<file path="src/logic/cache_macros.svh">
////////////////////
// cache geometry for the 68k set-associative cache controller
// 8 ways of 128 lines, eight 16-bit words per line
////////////////////

`ifndef CACHE_MACROS_SVH
`define CACHE_MACROS_SVH

// set organisation
`define CACHE_WAYS   8     // ways per line
`define CACHE_LINES  128   // lines, index is address bits 10:4
`define CACHE_WORDS  8     // 16 bit words per line, word is bits 3:1

// address split
`define CACHE_TAG_W  21    // tag is address bits 31:11
`define CACHE_ADDR_W 32    // full 68k address

// lru tree width follows from the way count
// one bit per internal node of the binary tree

`endif

</file>
<file path="src/logic/cachePkg.sv">
////////////////////
// shared types for the cache controller
// state encoding and the address and way fields
////////////////////

`include "cache_macros.svh"

package cachePkg;

	// controller states
	typedef enum logic [3:0] {
		ResetState,       // one cycle after reset
		InvalidateCache,  // sweep over all lines
		Idle,
		CheckForCacheHit,
		ReadDataFromDram, // wait for dram read command
		CasDelay1,
		CasDelay2,
		BurstFill,        // eight words into the victim way
		EndBurstFill,     // dtack until end of cpu cycle
		WriteDataToDram   // write-through
	} cacheState;

	// way fields
	typedef logic [$clog2(`CACHE_WAYS)-1:0] wayIdx;   // way number
	typedef logic [`CACHE_WAYS-1:0]         wayMask;  // one bit per way
	typedef logic [`CACHE_WAYS-2:0]         lruBits;  // tree pLRU of one line

	// address fields
	typedef logic [`CACHE_TAG_W-1:0]         tagField;
	typedef logic [$clog2(`CACHE_LINES)-1:0] lineIdx;
	typedef logic [$clog2(`CACHE_WORDS)-1:0] wordIdx;
	typedef logic [`CACHE_ADDR_W-1:0]        cpuAddr;

endpackage

</file>
<file path="src/logic/plruTree.sv">
////////////////////
// tree pseudo-LRU for one cache line
// holds the line's LRU bits, encodes the hit way,
// picks and latches the victim and builds the touched bits
////////////////////

`timescale 1ns/1ps

`include "cache_macros.svh"

module plruTree (
	input  logic             Clock,
	input  logic             LruLoad,    // capture LRU bits of the addressed line
	input  cachePkg::lruBits LruIn,      // from LRU RAM
	input  cachePkg::wayMask ValidHit,   // valid and tag match, per way
	input  logic             VictimLoad, // latch the victim for the fill
	input  logic             TouchSel,   // 1 touches hit way, 0 the victim
	output logic             Hit,
	output cachePkg::wayIdx  HitWay,     // lowest hitting way
	output cachePkg::wayIdx  Victim,     // held victim during the miss
	output cachePkg::lruBits NewLru      // value to write back to LRU RAM
);

	import cachePkg::*;

	lruBits     lruHeld;   // bits of the line under access
	logic [1:0] pairSel;   // which of the four pairs the tree points at
	wayIdx      victimNow; // victim from the held bits
	wayIdx      touchWay;

	// set every node on the way's path to point away from it
	// node 0 picks the half, 1..2 the pair, 3..6 the way in a pair
	function automatic lruBits touch(input lruBits bits, input wayIdx way);
		lruBits t;
		t = bits;
		t[0] = ~way[2];                // other half
		t[1 + way[2]] = ~way[1];       // other pair in this half
		t[3 + way[2:1]] = ~way[0];     // other way of this pair
		return t;
	endfunction

	////////////////////
	// LRU register
	////////////////////

	always_ff @(posedge Clock) begin
		if (LruLoad)
			lruHeld <= LruIn;   // RAM read is addressed by the cpu index
	end

	////////////////////
	// hit encoder
	////////////////////

	// lowest numbered way wins if more than one hits
	always_comb begin
		Hit = |ValidHit;
		HitWay = '0;
		for (int w = `CACHE_WAYS - 1; w >= 0; w--) begin
			if (ValidHit[w])
				HitWay = wayIdx'(w);
		end
	end

	////////////////////
	// victim selection
	////////////////////

	// follow the bits down the tree, 0 means lower side
	always_comb begin
		pairSel[1] = lruHeld[0];                              // half
		pairSel[0] = lruHeld[0] ? lruHeld[2] : lruHeld[1];    // pair in that half
		victimNow = {pairSel, lruHeld[3 + pairSel]};          // way in the pair
	end

	// victim stays put for tag write and burst fill
	always_ff @(posedge Clock) begin
		if (VictimLoad)
			Victim <= victimNow;
	end

	////////////////////
	// tree update
	////////////////////

	// miss touches the victim chosen this cycle, not the latched one
	assign touchWay = TouchSel ? HitWay : victimNow;
	assign NewLru = touch(lruHeld, touchWay);

	// the FSM only asks for a victim when the lookup missed
	noVictimOnHit: assert property (@(posedge Clock) VictimLoad |-> !Hit)
		else $error("victim latched while a way hits");

endmodule

</file>
<file path="src/logic/cacheFsm.sv">
////////////////////
// cache controller state machine
// sweep on reset, read hit, burst fill on a miss and write-through,
// with the sweep and burst counter and the per-way strobe decode
////////////////////

`timescale 1ns/1ps

`include "cache_macros.svh"

module cacheFsm (
	input  logic              Clock,
	input  logic              Reset_L,
	// 68k side
	input  logic              DramSelect68k_H,   // dram range addressed
	input  cachePkg::cpuAddr  CpuAddr,
	input  logic              UDS_L,
	input  logic              LDS_L,
	input  logic              WE_L,              // low for a write
	input  logic              AS_L,
	output logic              DtackTo68k_L,
	// dram controller side
	input  logic              DtackFromDram_L,
	input  logic              CAS_Dram_L,        // start of CAS latency
	input  logic              RAS_Dram_L,        // high with CAS low is a read, not a refresh
	output cachePkg::cpuAddr  AddressBusOutToDramController,
	output logic              DramSelectFromCache_L,
	output logic              UDS_DramController_L,
	output logic              LDS_DramController_L,
	output logic              WE_DramController_L,
	output logic              AS_DramController_L,
	// cache RAMs
	output cachePkg::wayMask  TagCache_WE_L,
	output cachePkg::wayMask  DataCache_WE_L,
	output cachePkg::wayMask  ValidBit_WE_L,
	output cachePkg::tagField TagDataOut,
	output cachePkg::lineIdx  Index,
	output cachePkg::wordIdx  WordAddress,
	output logic              ValidBitOut_H,
	output cachePkg::lruBits  LRUBits_Out,
	output logic              LRU_WE_L,
	// pLRU tree
	input  logic              Hit,
	input  cachePkg::wayIdx   HitWay,
	input  cachePkg::wayIdx   Victim,
	input  cachePkg::lruBits  NewLru,
	output logic              LruLoad,
	output logic              VictimLoad,
	output logic              TouchSel
);

	import cachePkg::*;

	cacheState state;
	cacheState nextState;
	logic [7:0] count;      // line count in the sweep, word count in the burst
	wayMask victimWe_L;     // strobe of the victim way
	wayMask hitWe_L;        // strobe of the hitting way
	logic cpuAccess;        // 68k cycle to dram space

	// way number to a one-hot active-low strobe
	function automatic wayMask wayStrobe(input wayIdx way);
		wayStrobe = ~(wayMask'(1) << way);
	endfunction

	assign victimWe_L = wayStrobe(Victim);
	assign hitWe_L = Hit ? wayStrobe(HitWay) : '1;   // nothing to drop on a miss
	assign cpuAccess = !AS_L && DramSelect68k_H;

	////////////////////
	// state and counter
	////////////////////

	always_ff @(posedge Clock or negedge Reset_L) begin
		if (!Reset_L)
			state <= ResetState;
		else
			state <= nextState;
	end

	always_ff @(posedge Clock or negedge Reset_L) begin
		if (!Reset_L)
			count <= '0;
		else if (state == ResetState || state == CasDelay2)
			count <= '0;   // sweep or burst starts from zero
		else
			count <= count + 8'd1;
	end

	////////////////////
	// next state and outputs
	////////////////////

	always_comb begin
		// defaults, everything inactive
		nextState = state;
		DtackTo68k_L = 1'b1;
		AddressBusOutToDramController = {CpuAddr[`CACHE_ADDR_W-1:4], 4'b0000};  // line aligned
		DramSelectFromCache_L = 1'b1;
		UDS_DramController_L = UDS_L;
		LDS_DramController_L = LDS_L;
		WE_DramController_L = WE_L;
		AS_DramController_L = AS_L;
		TagCache_WE_L = '1;
		DataCache_WE_L = '1;
		ValidBit_WE_L = '1;
		TagDataOut = CpuAddr[`CACHE_ADDR_W-1 -: `CACHE_TAG_W];   // bits 31:11
		Index = CpuAddr[10:4];
		WordAddress = '0;
		ValidBitOut_H = 1'b0;
		LRUBits_Out = NewLru;
		LRU_WE_L = 1'b1;
		LruLoad = 1'b0;
		VictimLoad = 1'b0;
		TouchSel = 1'b0;

		case (state)
			ResetState: nextState = InvalidateCache;   // counter clears here

			InvalidateCache: begin
				// clear tag, valid and LRU of all ways for one line per cycle
				Index = lineIdx'(count);
				TagDataOut = '0;
				TagCache_WE_L = '0;
				ValidBit_WE_L = '0;
				LRUBits_Out = '0;
				LRU_WE_L = 1'b0;
				if (count == 8'(`CACHE_LINES - 1))
					nextState = Idle;
			end

			Idle: begin
				if (cpuAccess) begin
					LruLoad = 1'b1;   // RAMs are addressed by the cpu index now
					if (WE_L) begin
						UDS_DramController_L = 1'b0;   // whole word for the cache
						LDS_DramController_L = 1'b0;
						nextState = CheckForCacheHit;
					end else begin
						// write-through, drop a cached copy of the line
						ValidBit_WE_L = hitWe_L;
						AddressBusOutToDramController = CpuAddr;
						DramSelectFromCache_L = 1'b0;
						nextState = WriteDataToDram;
					end
				end
			end

			CheckForCacheHit: begin
				UDS_DramController_L = 1'b0;
				LDS_DramController_L = 1'b0;
				TouchSel = Hit;
				LRU_WE_L = 1'b0;   // hit or victim becomes most recent
				if (Hit) begin
					WordAddress = CpuAddr[3:1];
					DtackTo68k_L = 1'b0;
					if (AS_L || !DramSelect68k_H)
						nextState = Idle;
					else
						nextState = EndBurstFill;   // hold dtack to end of cycle
				end else begin
					DramSelectFromCache_L = 1'b0;   // start the dram burst
					VictimLoad = 1'b1;
					nextState = ReadDataFromDram;
				end
			end

			ReadDataFromDram: begin
				UDS_DramController_L = 1'b0;
				LDS_DramController_L = 1'b0;
				DramSelectFromCache_L = 1'b0;
				TagCache_WE_L = victimWe_L;   // new tag into the victim
				ValidBit_WE_L = victimWe_L;
				ValidBitOut_H = 1'b1;
				if (!CAS_Dram_L && RAS_Dram_L)
					nextState = CasDelay1;       // read command, refresh is ignored
			end

			CasDelay1: begin
				UDS_DramController_L = 1'b0;
				LDS_DramController_L = 1'b0;
				DramSelectFromCache_L = 1'b0;
				nextState = CasDelay2;
			end

			CasDelay2: begin
				UDS_DramController_L = 1'b0;
				LDS_DramController_L = 1'b0;
				DramSelectFromCache_L = 1'b0;
				nextState = BurstFill;   // counter restarts for the words
			end

			BurstFill: begin
				UDS_DramController_L = 1'b0;
				LDS_DramController_L = 1'b0;
				DramSelectFromCache_L = 1'b0;
				WordAddress = wordIdx'(count);   // words 0 to 7 in order
				DataCache_WE_L = victimWe_L;
				if (count == 8'(`CACHE_WORDS - 1))
					nextState = EndBurstFill;
			end

			EndBurstFill: begin
				UDS_DramController_L = 1'b0;
				LDS_DramController_L = 1'b0;
				WordAddress = CpuAddr[3:1];   // cpu word out of the cache
				DtackTo68k_L = 1'b0;
				if (AS_L || !DramSelect68k_H)
					nextState = Idle;
			end

			WriteDataToDram: begin
				AddressBusOutToDramController = CpuAddr;
				DramSelectFromCache_L = 1'b0;
				DtackTo68k_L = DtackFromDram_L;   // dram acknowledge straight to the cpu
				if (AS_L || !DramSelect68k_H)
					nextState = Idle;
			end

			default: nextState = ResetState;
		endcase
	end

	// only the victim way takes burst data
	oneDataStrobe: assert property (@(posedge Clock) disable iff (!Reset_L)
		$onehot0(~DataCache_WE_L))
		else $error("more than one data way written");

	// no cpu acknowledge before the sweep is done
	noDtackInSweep: assert property (@(posedge Clock) disable iff (!Reset_L)
		(state == InvalidateCache) |-> DtackTo68k_L)
		else $error("dtack during cache sweep");

endmodule

</file>
<file path="src/logic/cacheController.sv">
////////////////////
// 8-way set-associative cache controller for a 68000-class cpu
// state machine plus the pLRU tree, RAMs sit outside
////////////////////

`timescale 1ns/1ps

module cacheController (
	input  logic              Clock,
	input  logic              Reset_L,
	// 68k bus
	input  logic              DramSelect68k_H,
	input  cachePkg::cpuAddr  AddressBusInFrom68k,
	input  logic              UDS_L,
	input  logic              LDS_L,
	input  logic              WE_L,
	input  logic              AS_L,
	output logic              DtackTo68k_L,
	// dram controller
	input  logic              DtackFromDram_L,
	input  logic              CAS_Dram_L,
	input  logic              RAS_Dram_L,
	output cachePkg::cpuAddr  AddressBusOutToDramController,
	output logic              DramSelectFromCache_L,
	output logic              UDS_DramController_L,
	output logic              LDS_DramController_L,
	output logic              WE_DramController_L,
	output logic              AS_DramController_L,
	// tag, valid, data and LRU RAMs
	input  cachePkg::wayMask  ValidHit_H,      // per way valid and tag match
	input  cachePkg::lruBits  LRUBits_In,
	output cachePkg::wayMask  TagCache_WE_L,
	output cachePkg::wayMask  DataCache_WE_L,
	output cachePkg::wayMask  ValidBit_WE_L,
	output cachePkg::tagField TagDataOut,
	output cachePkg::lineIdx  Index,
	output cachePkg::wordIdx  WordAddress,
	output logic              ValidBitOut_H,
	output cachePkg::lruBits  LRUBits_Out,
	output logic              LRU_WE_L
);

	import cachePkg::*;

	// FSM to tree controls
	logic lruLoad;
	logic victimLoad;
	logic touchSel;
	// tree results
	logic   hit;
	wayIdx  hitWay;
	wayIdx  victim;
	lruBits newLru;

	cacheFsm fsm (
		.Clock, .Reset_L, .DramSelect68k_H, .CpuAddr(AddressBusInFrom68k),
		.UDS_L, .LDS_L, .WE_L, .AS_L, .DtackTo68k_L,
		.DtackFromDram_L, .CAS_Dram_L, .RAS_Dram_L, .AddressBusOutToDramController,
		.DramSelectFromCache_L, .UDS_DramController_L, .LDS_DramController_L,
		.WE_DramController_L, .AS_DramController_L,
		.TagCache_WE_L, .DataCache_WE_L, .ValidBit_WE_L, .TagDataOut, .Index,
		.WordAddress, .ValidBitOut_H, .LRUBits_Out, .LRU_WE_L,
		.Hit(hit), .HitWay(hitWay), .Victim(victim), .NewLru(newLru),
		.LruLoad(lruLoad), .VictimLoad(victimLoad), .TouchSel(touchSel)
	);

	plruTree lru (
		.Clock, .LruLoad(lruLoad), .LruIn(LRUBits_In), .ValidHit(ValidHit_H),
		.VictimLoad(victimLoad), .TouchSel(touchSel),
		.Hit(hit), .HitWay(hitWay), .Victim(victim), .NewLru(newLru)
	);

endmodule

</file>
<file path="config.mk">
export PLATFORM = sky130hd
export DESIGN_NAME = cacheController
export DESIGN_NICKNAME = d
export VERILOG_FILES = /design/src/logic/cachePkg.sv /design/src/logic/plruTree.sv /design/src/logic/cacheFsm.sv /design/src/logic/cacheController.sv
export VERILOG_INCLUDE_DIRS = /design/src /design/src/logic
export SDC_FILE = /design/constraint.sdc
export NUM_CORES = 1
export LEC_CHECK = 0
export ABC_AREA = 1
export BUFFER_PORTS_ARGS = -buffer_cell sky130_fd_sc_hd__buf_2
export CAP_MARGIN = 40
export CORE_AREA = 2 2 77 79
export DETAILED_ROUTE_END_ITERATION = 12
export DIE_AREA = 0 0 79 81
export HOLD_SLACK_MARGIN = 0.1
export PLACE_DENSITY = 0.88
export REMOVE_ABC_BUFFERS = 1
export SLEW_MARGIN = 20
export SYNTH_ARGS = -nofsm -noshare
export SYNTH_HDL_FRONTEND = slang
export SYNTH_SLANG_ARGS = --single-unit
export TNS_END_PERCENT = 100
</file>
<file path="constraint.sdc">
create_clock -name Clock -period 2.15 [get_ports Clock]
set_clock_uncertainty 0.2 [all_clocks]
set_input_delay 0.1075 -clock Clock [delete_from_list [all_inputs] [get_ports Clock]]
set_output_delay 0.1075 -clock Clock [all_outputs]
set_load 0.05 [all_outputs]
</file>
**Word level (Yosys, flattened, before mapping)**

Cells that the tools add are included.

- Logic and storage cells: 112
- Bits of input ports: 57
- Register bits after elaboration: 22
- Output and inout port bits: 102

- Add/sub/neg operators: 4
- Bitwise operators: 5
- Shift operators: 2
- Eq/ne operators: 16
- Reduce and logical (&&, ||, !) cells: 16
- Order comparisons: 5
- Mux-type cells: 60

Operator list:

| kind | number |
|---|---|
| 32-bit by 4-bit less-than comparator with 1-bit output (second input constant) | 3 |
| 32-bit by 1-bit greater-or-equal comparator with 1-bit output (second input constant) | 2 |
| 4-bit 2-to-1 mux | 10 |
| 8-bit 2-to-1 mux | 5 |
| 4-bit case mux with 9 select lines | 1 |
| 3-bit 2-to-1 mux | 10 |
| 8-bit case mux with 3 select lines | 1 |
| 21-bit 2-to-1 mux | 1 |
| 1-bit 2-to-1 mux | 18 |
| 4-bit by 3-bit equality test with 1-bit output (second input constant) | 4 |
| 8-bit NOT | 2 |
| 8-bit case mux with 2 select lines | 1 |
| 1-bit by 3-bit << shifter with 8-bit output (first input constant) | 2 |
| 7-bit bitwise mux | 2 |
| 7-bit 2-to-1 mux | 2 |
| 2-bit by 1-bit inequality test with 1-bit output (second input constant) | 5 |
| 3-bit case mux with 3 select lines | 1 |
| 8-bit by 1-bit adder with 8-bit output (second input constant) | 1 |
| 4-bit by 2-bit equality test with 1-bit output (second input constant) | 2 |
| 4-bit equality test (second input constant) | 2 |
| 8-bit by 3-bit equality test with 1-bit output (second input constant) | 1 |
| 8-bit by 7-bit equality test with 1-bit output (second input constant) | 1 |
| 4-bit case mux with 2 select lines | 1 |
| 8-bit OR reduction | 1 |
| 16 further kinds | 29 |

**Depth between registers and ports, before layout**

Gate-level depths: netlist (run 1).

- Depth after elaboration: 17
- Gate-level depth with buffers: 12
- Mapped depth without buffers: 12

**Hierarchy**

Synthesis (run 1) repeated with hierarchy kept, for this count alone.

- Cell total of the unflattened synthesis: 418
- Area, all modules: 2,494.9 um^2

Modules (own cells, without submodules):

| module | instances | area an instance (um^2) | cells each | seq. area each (um^2) |
|---|---|---|---|---|
| cacheFsm | 1 | 1,853.0 | 334 | 300.3 |
| plruTree | 1 | 641.9 | 84 | 300.3 |

**Worst setup path before layout (run 1)**

OpenSTA, ideal clock, no wires.

- Path kind: register to output
- Start: register fsm.state[3]
- End: output LRUBits_Out[2]
- Setup slack: -433 ps
- Data required time: 1,842 ps
- Cell stages (with the launch flop): 10
- Buffers on the path: 0
- Arrival: 2,275 ps
- Path through: dfrtp_1 -> nor2_2 -> nand2_2 -> inv_2 -> o21ai_4 -> nand2_1 -> nand2_2 -> nor2_1 -> nand2_1 -> o21ai_0

- Word-level cells in the longest chain between the ends: 11
- Elaborated cells on any way between the ends: 21
- Those cells by class: 2 x add/sub; 4 x order compare; 2 x eq/ne; 9 x mux; 2 x bitwise; 2 x reduce/logical

RTL lines:

| item | line | text |
|---|---|---|
| from (decl) | cacheFsm.sv:54 | `cacheState state;` |
| from (signal assigned) | cacheFsm.sv:76 | `state <= ResetState;` |
| from (signal assigned) | cacheFsm.sv:78 | `state <= nextState;` |
| 4-bit by 2-bit equality test with 1-bit output | cacheFsm.sv:117 | `case (state)` |
| 1-bit 2-to-1 mux | cacheFsm.sv:117 |  |
| 3-bit 2-to-1 mux | plruTree.sv:87 | `assign touchWay = TouchSel ? HitWay : victimNow;` |
| 1-bit by 1-bit adder with 2-bit output | plruTree.sv:37 | `t[1 + way[2]] = ~way[1];` |
| 32-bit by 1-bit greater-or-equal comparator with 1-bit output (implied by the code) or 32-bit by 4-bit less-than comparator with 1-bit output (tied branches) | plruTree.sv:37 |  |
| 1-bit logical AND (implied by the code) | plruTree.sv:37 |  |
| 1-bit 2-to-1 mux (implied by the code) | plruTree.sv:37 |  |
| 1-bit demux with 3-bit select | - |  |
| 7-bit bitwise mux | plruTree.sv:37 |  |
| 7-bit bitwise mux | plruTree.sv:38 | `t[3 + way[2:1]] = ~way[0];` |
| 7-bit 2-to-1 mux * | cacheFsm.sv:117 |  |
| to (decl) | cacheController.sv:39 | `output cachePkg::lruBits LRUBits_Out,` |

Every way passes the cells marked *; elsewhere a longest branch is shown, timed or not.

**Final worst setup path (run 1)**

- Start: register fsm.state[2]
- End: output LRUBits_Out[3]

The elaborated chain is that of the path after synthesis.

==> flow_metrics.tcl, run 1 <==
set metrics [dict create \
    arrival_ns 1.86 \
    leakage_nw 2.034 \
    worstReg2RegStart "fsm.state[2]" \
    fin_crit_sh 1.006 \
    tns_ns -0.01939 \
    r2r_cells 12 \
    num_antenna_cells 0 \
    cp_slowest_cell "dfrtp_2" \
    coreArea_sq_um 5675 \
    min_period_ns 2.163 \
    drc_errors 0 \
    pin_count 159 \
    grt_pass1_vias 2438 \
    reg2reg_slack_ns 0.26 \
    netlist_area_sq_um 2335 \
    yosys.area_share.simple 0.3805 \
    vias_per_cell 4.769 \
    synthAdderAreaFrac 0.005359 \
    synth_cell_types 31 \
    holdWs_ns 0.2294 \
    ir_worst_vdd_uv 218.3 \
    grt-ovfl-total 0 \
    ys_seq_area_frac 0.2572 \
    dr.first_iter.drc_count 192 \
    crit_chain "nor2_4, nand2_4, inv_4, o21ai_4, a21oi_2, nand2_2, nand2_1, nand2_1, nor2_2, buf_6" \
    grt_max_degree 23 \
    nets 602 \
    drive_gt1_frac 0.4328 \
    die_area_sq_um 6399 \
    final_util 0.6089 \
    antenna_left 0 \
    vias 2947 \
    critical_path_class "flip-flop to primary output" \
    crit_path_max_fanout 7 \
    path_clk_slew_ns 0.08 \
    start_util 0.4114 \
    finalSetupViolations 2 \
    synth-seq-cells 22 \
    grt_pass1_wl_mm 10.74 \
    synth_edf_count 10 \
    die_h_um 81 \
    synth_xor_area_frac 0 \
    max_slew_margin 0.6303 \
    cts_htree_levels 1 \
    synth-main-ff-cell "dfrtp_1" \
    portBuffers 158 \
    fmaxAchievable_ghz 0.4622 \
    cts_tree "done" \
    crit_path_end_kind "primary output" \
    syn_inst 388 \
    die_x_um 79 \
    status "finished, violations left" \
    timing.hold.worst.start "CAS_Dram_L" \
    finalWirelength_mm 7.376 \
    violations "setup timing" \
    antenna_found_initial 0 \
    gp_congestion 0.8811 \
    drt_first_pass_iters 5 \
    clockBufferDepth 2 \
    whs_endpoint "fsm.state[1]" \
    async_flop_share 0.5455 \
    postSynthAreaPerCell_sq_um 6.017 \
    wl_per_cell_um 11.94 \
    rsz0062_at_grt "true" \
    clk_latency_ns 0.27 \
    cp_common_cell "nand2_1" \
    row_count 28 \
    start_kind "flip-flop" \
    power_density_nw_per_um2 293.7 \
    tightest_slew_ns 0.5528 \
    layout_setup_ws_ns -0.01335 \
    slowest_delay_ns 0.47 \
    numCtsBuffers 3 \
    drv_cap 0 \
    cts-root-buf "clkbuf_8" \
    hold_viol 0 \
    muxShareOfSynthArea 0 \
    track_usage 0.2054 \
    place_hpwl_mm 5.690 \
    cp.required_ns 1.84 \
    min_path_cells 8 \
    yosysWarnings 0 \
    cts.sinks 22 \
    synth_top_family_by_area "simple AND/OR/NAND/NOR gates" \
    syn_to_final_growth_pct 48.02 \
    reg2reg_to "fsm.state[0]" \
    synth_compound_area_frac 0.1195 \
    hold_class "input pin to flip-flop" \
    maxSlewViolCount 0 \
]
## flip-flops by register name, summed over array words and instances, names as in the netlist
name         cells
fsm.state        4
lru.Victim       3
lru.lruHeld      7
fsm.count        8
## placed cells by master, fill, tap and decap left out, types with 6 or more instances in the layout
cell / instances
a21oi_1: 13
nand2_2: 14
dfrtp_1: 10
nand3_1: 20
buf_2: 141
buf_4: 19
nor2_1: 44
buf_6: 8
inv_2: 11
dlygate4sd3_1: 13
nor3_1: 6
nand2_1: 89
inv_1: 66
o21ai_0: 14
edfxtp_1: 10
nor2_2: 11
## critical path: cells and delay by family, from the launching register on
family / cells / cell delay (ns)
and+or+nand+nor: 6 / 0.58
DFF: 1 / 0.47
AOI/OAI and AO/OA: 2 / 0.29
buffers and inverters: 2 / 0.24
## how the worst max path moves through the flow
stage / from / to / slack [ns] / cells past startpoint
floorplan: fsm.state[0] / LRUBits_Out[2] / -0.49 / 7
global placement: fsm.state[0] / ValidBit_WE_L[1] / 0.15 / 9
detailed placement: fsm.state[2] / ValidBit_WE_L[1] / 0.15 / 10
CTS: fsm.state[3] / LRUBits_Out[1] / 0.002 / 8
global route: fsm.state[0] / LRUBits_Out[5] / -0.11 / 11
finish: fsm.state[2] / LRUBits_Out[3] / -0.01 / 10
## repair_timing
action,in CTS,in global routing
gates cloned,0,1
setup buffers,3,7
endpoints found under the hold margin,22,0
pin swaps,1,16
setup endpoints to repair,29,34
gates resized for setup,21,43
hold buffers,13,0
## cell families (layout without fill, tap and decap cells)
| kind of cell | Yosys count | count (layout) |
|---|---|---|
| and+or+nand+nor | 204 | 205 |
| buffers and inverters | 114 | 268 |
| AOI/OAI and AO/OA | 47 | 47 |
| DFF | 22 | 22 |
| adders and majority gates | 1 | 1 |
## Yosys cell counts, types with 2 or more instances
cell,n,share of area
a21oi_1,14,0.030
edfxtp_1,10,0.13
a31oi_1,3,0.0080
nor2_1,51,0.082
o31ai_1,5,0.016
nor3b_1,2,0.0064
nand2_2,10,0.027
nor2_2,7,0.019
inv_1,73,0.12
o21ai_0,15,0.032
inv_2,5,0.0080
or2_2,4,0.011
nor3_2,2,0.0086
nand3_1,20,0.043
dfrtp_1,12,0.13
o22ai_1,4,0.011
o211ai_1,2,0.0064
buf_2,2,0.0043
nor3_1,6,0.013
nand2_1,95,0.15
nand4_1,5,0.013
clkbuf_1,2,0.0032
buf_4,31,0.10
## per-stage QoR
stage	setup slack [ns]	power, mW	instance area, sq um	cells
final	-0.01335	1.015	3456	618
after detailed placement	0.1484	0.6976	2995	590
after global placement	0.1489	0.6946	2995	590
after global routing	-0.1084	1.055	3456	618
after CTS	0.001654	1.015	3263	610
after floorplan	-0.4874	0.4893	2073	352
## cell type report
cell class / instances / area [sq um]
inverters: 78 / 295.3
clock buffers: 4 / 55.05
multi-input cells: 253 / 1290
repair buffers: 186 / 1119
flip-flops and latches: 22 / 603.1
fillers: 506 / 2220
well taps: 75 / 93.84
## routing by layer
| layer | track usage | vias up | share of wire |
|---|---|---|---|
| met4 | 0.05690 | 0 | 0.011 |
| met3 | 0.02333 | 11 | 0.078 |
| met5 | 0 | - | 0 |
| li1 | - | 1484 | - |
| met1 | 0.2717 | 1299 | 0.41 |
| met2 | 0.3568 | 153 | 0.50 |
## power breakdown
| part | internal (mW) | total (mW) | switching, mW | leakage (nW) |
|---|---|---|---|---|
| sequential | 0.438 | 0.438 | 0 | 0.239 |
| combinational | 0.0872 | 0.274 | 0.187 | 1.77 |
| clock | 0.164 | 0.302 | 0.139 | 0.0288 |
Note: power is estimated with default switching activity, not from simulation.
==> run 2: changes to the inputs <==
- SETUP_SLACK_MARGIN: not set -> 0.1
==> run 2 against run 1 <==
Compared with the run above:
- critical endpoint is now LRUBits_Out[4]
- flip-flop and latch count stayed put
- final cell count grew 1.5%
- first-iteration DRC count rose by 9.4%
- core utilization increased by 1.7 points
- sequential share of layout area shrank 0.52 points
- hold slack got worse by 0.0096 ns
- combinational power about the same
- the run now ends clean
- die area stayed put
- worst setup slack better by 0.040 ns
- wire length up 1.2%
- clock-buffer cell count did not move
==> flow_metrics.tcl, run 2 (same netlist as run 1, synthesis figures left out) <==
set metrics [dict create \
    status "complete, no violations" \
    tightest_slew_ns 0.5941 \
    die_area_sq_um 6399 \
    maxSlewViolCount 0 \
    layout_setup_ws_ns 0.02708 \
    grt-ovfl-total 0 \
    power_density_nw_per_um2 286.0 \
    clockBufferDepth 2 \
    swShare 0.3218 \
    track_usage 0.2162 \
    drc_errors 0 \
    vias_per_cell 4.774 \
    critPathTopFamily "simple AND/OR/NAND/NOR gates" \
    antenna_left 0 \
    cts.sinks 22 \
    power_frac_comb 0.270 \
    pre_cts_slack_ns 0.1484 \
    row_count 28 \
    grt_pass1_vias 2551 \
    syn_to_final_growth_pct 52.25 \
    vias 2993 \
    rsz0062_at_grt "true" \
    hold_viol 0 \
    antenna_found_initial 0 \
    start_util 0.4114 \
    dr.first_iter.drc_count 210 \
    holdWs_ns 0.2198 \
    num_antenna_cells 0 \
    cp_slowest_cell "dfrtp_2" \
    min_period_ns 2.123 \
    reg_top3 "fsm.count: 8 flops, lru.lruHeld: 7 flops, fsm.state: 4 flops" \
    drt_first_pass_iters 5 \
    crit_path_end_kind "primary output" \
    max_slew_margin 0.6003 \
    crit_cells 10 \
    fin_crit_sh 0.9874 \
    finalSetupViolations 0 \
    cts_tree "done" \
    drive_gt1_frac 0.4438 \
    clk_latency_ns 0.27 \
    fmaxAchievable_ghz 0.4711 \
    numCtsBuffers 3 \
    finalWirelength_mm 7.467 \
    place_hpwl_mm 5.690 \
    drv_cap 0 \
    crit_chain "nor2_4, nand2_4, inv_4, o21ai_4, a21oi_2, nand2_1, nand2_1, nand2_1, nor2_2, buf_6" \
    p_sw_mw 0.3272 \
    final_common_cell "buf_2" \
    ir_worst_vdd_uv 221.3 \
    pin_count 159 \
    clkPwrFrac 0.299 \
    p_int_mw 0.6893 \
    largest_reg_flops 8 \
    cp_common_cell "nand2_1" \
    die_x_um 79 \
    seqPwrFrac 0.431 \
    portBuffers 158 \
    regMostFlops "fsm.count" \
    critical_path_class "flip-flop to primary output" \
    crit_path_max_fanout 6 \
    die_h_um 81 \
    layout_common_cells "129 x buf_2, 87 x nand2_1, 67 x inv_1, 43 x nor2_1, 31 x buf_4" \
    path_clk_slew_ns 0.08 \
    slowest_delay_ns 0.45 \
    cts-root-buf "clkbuf_8" \
    r2r_cells 9 \
    coreArea_sq_um 5675 \
    leakage_nw 2.075 \
    arrival_ns 1.82 \
    min_path_cells 8 \
    hold_class "input pin to flip-flop" \
    wl_per_cell_um 11.91 \
    gp_congestion 0.8811 \
    grt_max_degree 23 \
    cp_num_buf_inv 2 \
    cts_htree_levels 1 \
    start_kind "flip-flop" \
    grt_pass1_wl_mm 11.27 \
    cp.required_ns 1.84 \
    nets 611 \
]
## run 2: worst min-delay path, stage by stage
cell and delay [ns]:
buf_2 0.07, inv_1 0.03, nand2_1 0.11, nand2_1 0.07
nand3_1 0.09, nor2_2 0.05, nand3_1 0.08, nand2_1 0.05
## run 2: power by group through the flow
stage	clock network [mW]	registers, mW	logic [mW]
floorplan	0	0.448	0.0417
global placement	0	0.448	0.247
detailed placement	0	0.448	0.250
CTS	0.306	0.438	0.272
global route	0.322	0.439	0.295
finish	0.304	0.439	0.274
## run 2: repair_timing
action,4_1_cts,5_1_grt
buffers inserted,15,4
endpoints found under the hold margin,22,0
setup endpoints to repair,34,63
hold buffers,13,0
cloned,1,0
pin swaps,13,9
gates resized for setup,43,41
## run 2: final cells by class
type                       count  area [sq um]
clock buffer                   4         55.05
fill                         496          2121
inverter                      78         295.3
multi-input combinational    253          1290
sequential                    22         601.8
tap                           75         93.84
timing repair buffer         195          1219
## run 2: metal layers
metal | vias up | part of all wire | wire, um | GRT usage
met4 | 0 | 0.014 | 101 | 0.06207
li1 | 1502 | - | - | -
met2 | 138 | 0.49 | 3663 | 0.3771
met1 | 1337 | 0.42 | 3157 | 0.2852
met5 | - | 0 | 0 | 0
met3 | 16 | 0.073 | 544 | 0.02222
## run 2: final timing paths
check | to | slack (ns) | startpoint
setup / recovery | LRUBits_Out[4] | 0.03 | fsm.state[2]
hold / removal | fsm.state[1] | 0.22 | CAS_Dram_L
setup reg to reg | fsm.state[2] | 0.30 | fsm.count[0]
hold reg to reg | fsm.count[0] | 0.30 | fsm.count[0]
max in group asynchronous | fsm.state[2] | 0.68 | Reset_L
min in group asynchronous | fsm.count[1] | 0.68 | Reset_L
## run 2: through the flow
step / power (mW) / setup TNS [ns] / std cells / utilization / instance area [sq um]
2_1_floorplan: 0.4893 / -3.673 / 352 / - / 2073
3_3_place_gp: 0.6946 / 0 / 590 / 0.5278 / 2995
3_5_place_dp: 0.6976 / 0 / 590 / 0.5278 / 2995
4_1_cts: 1.016 / 0 / 623 / 0.6034 / 3425
5_1_grt: 1.055 / -0.4536 / 627 / 0.6263 / 3555
6_report: 1.016 / 0 / 627 / 0.6263 / 3555
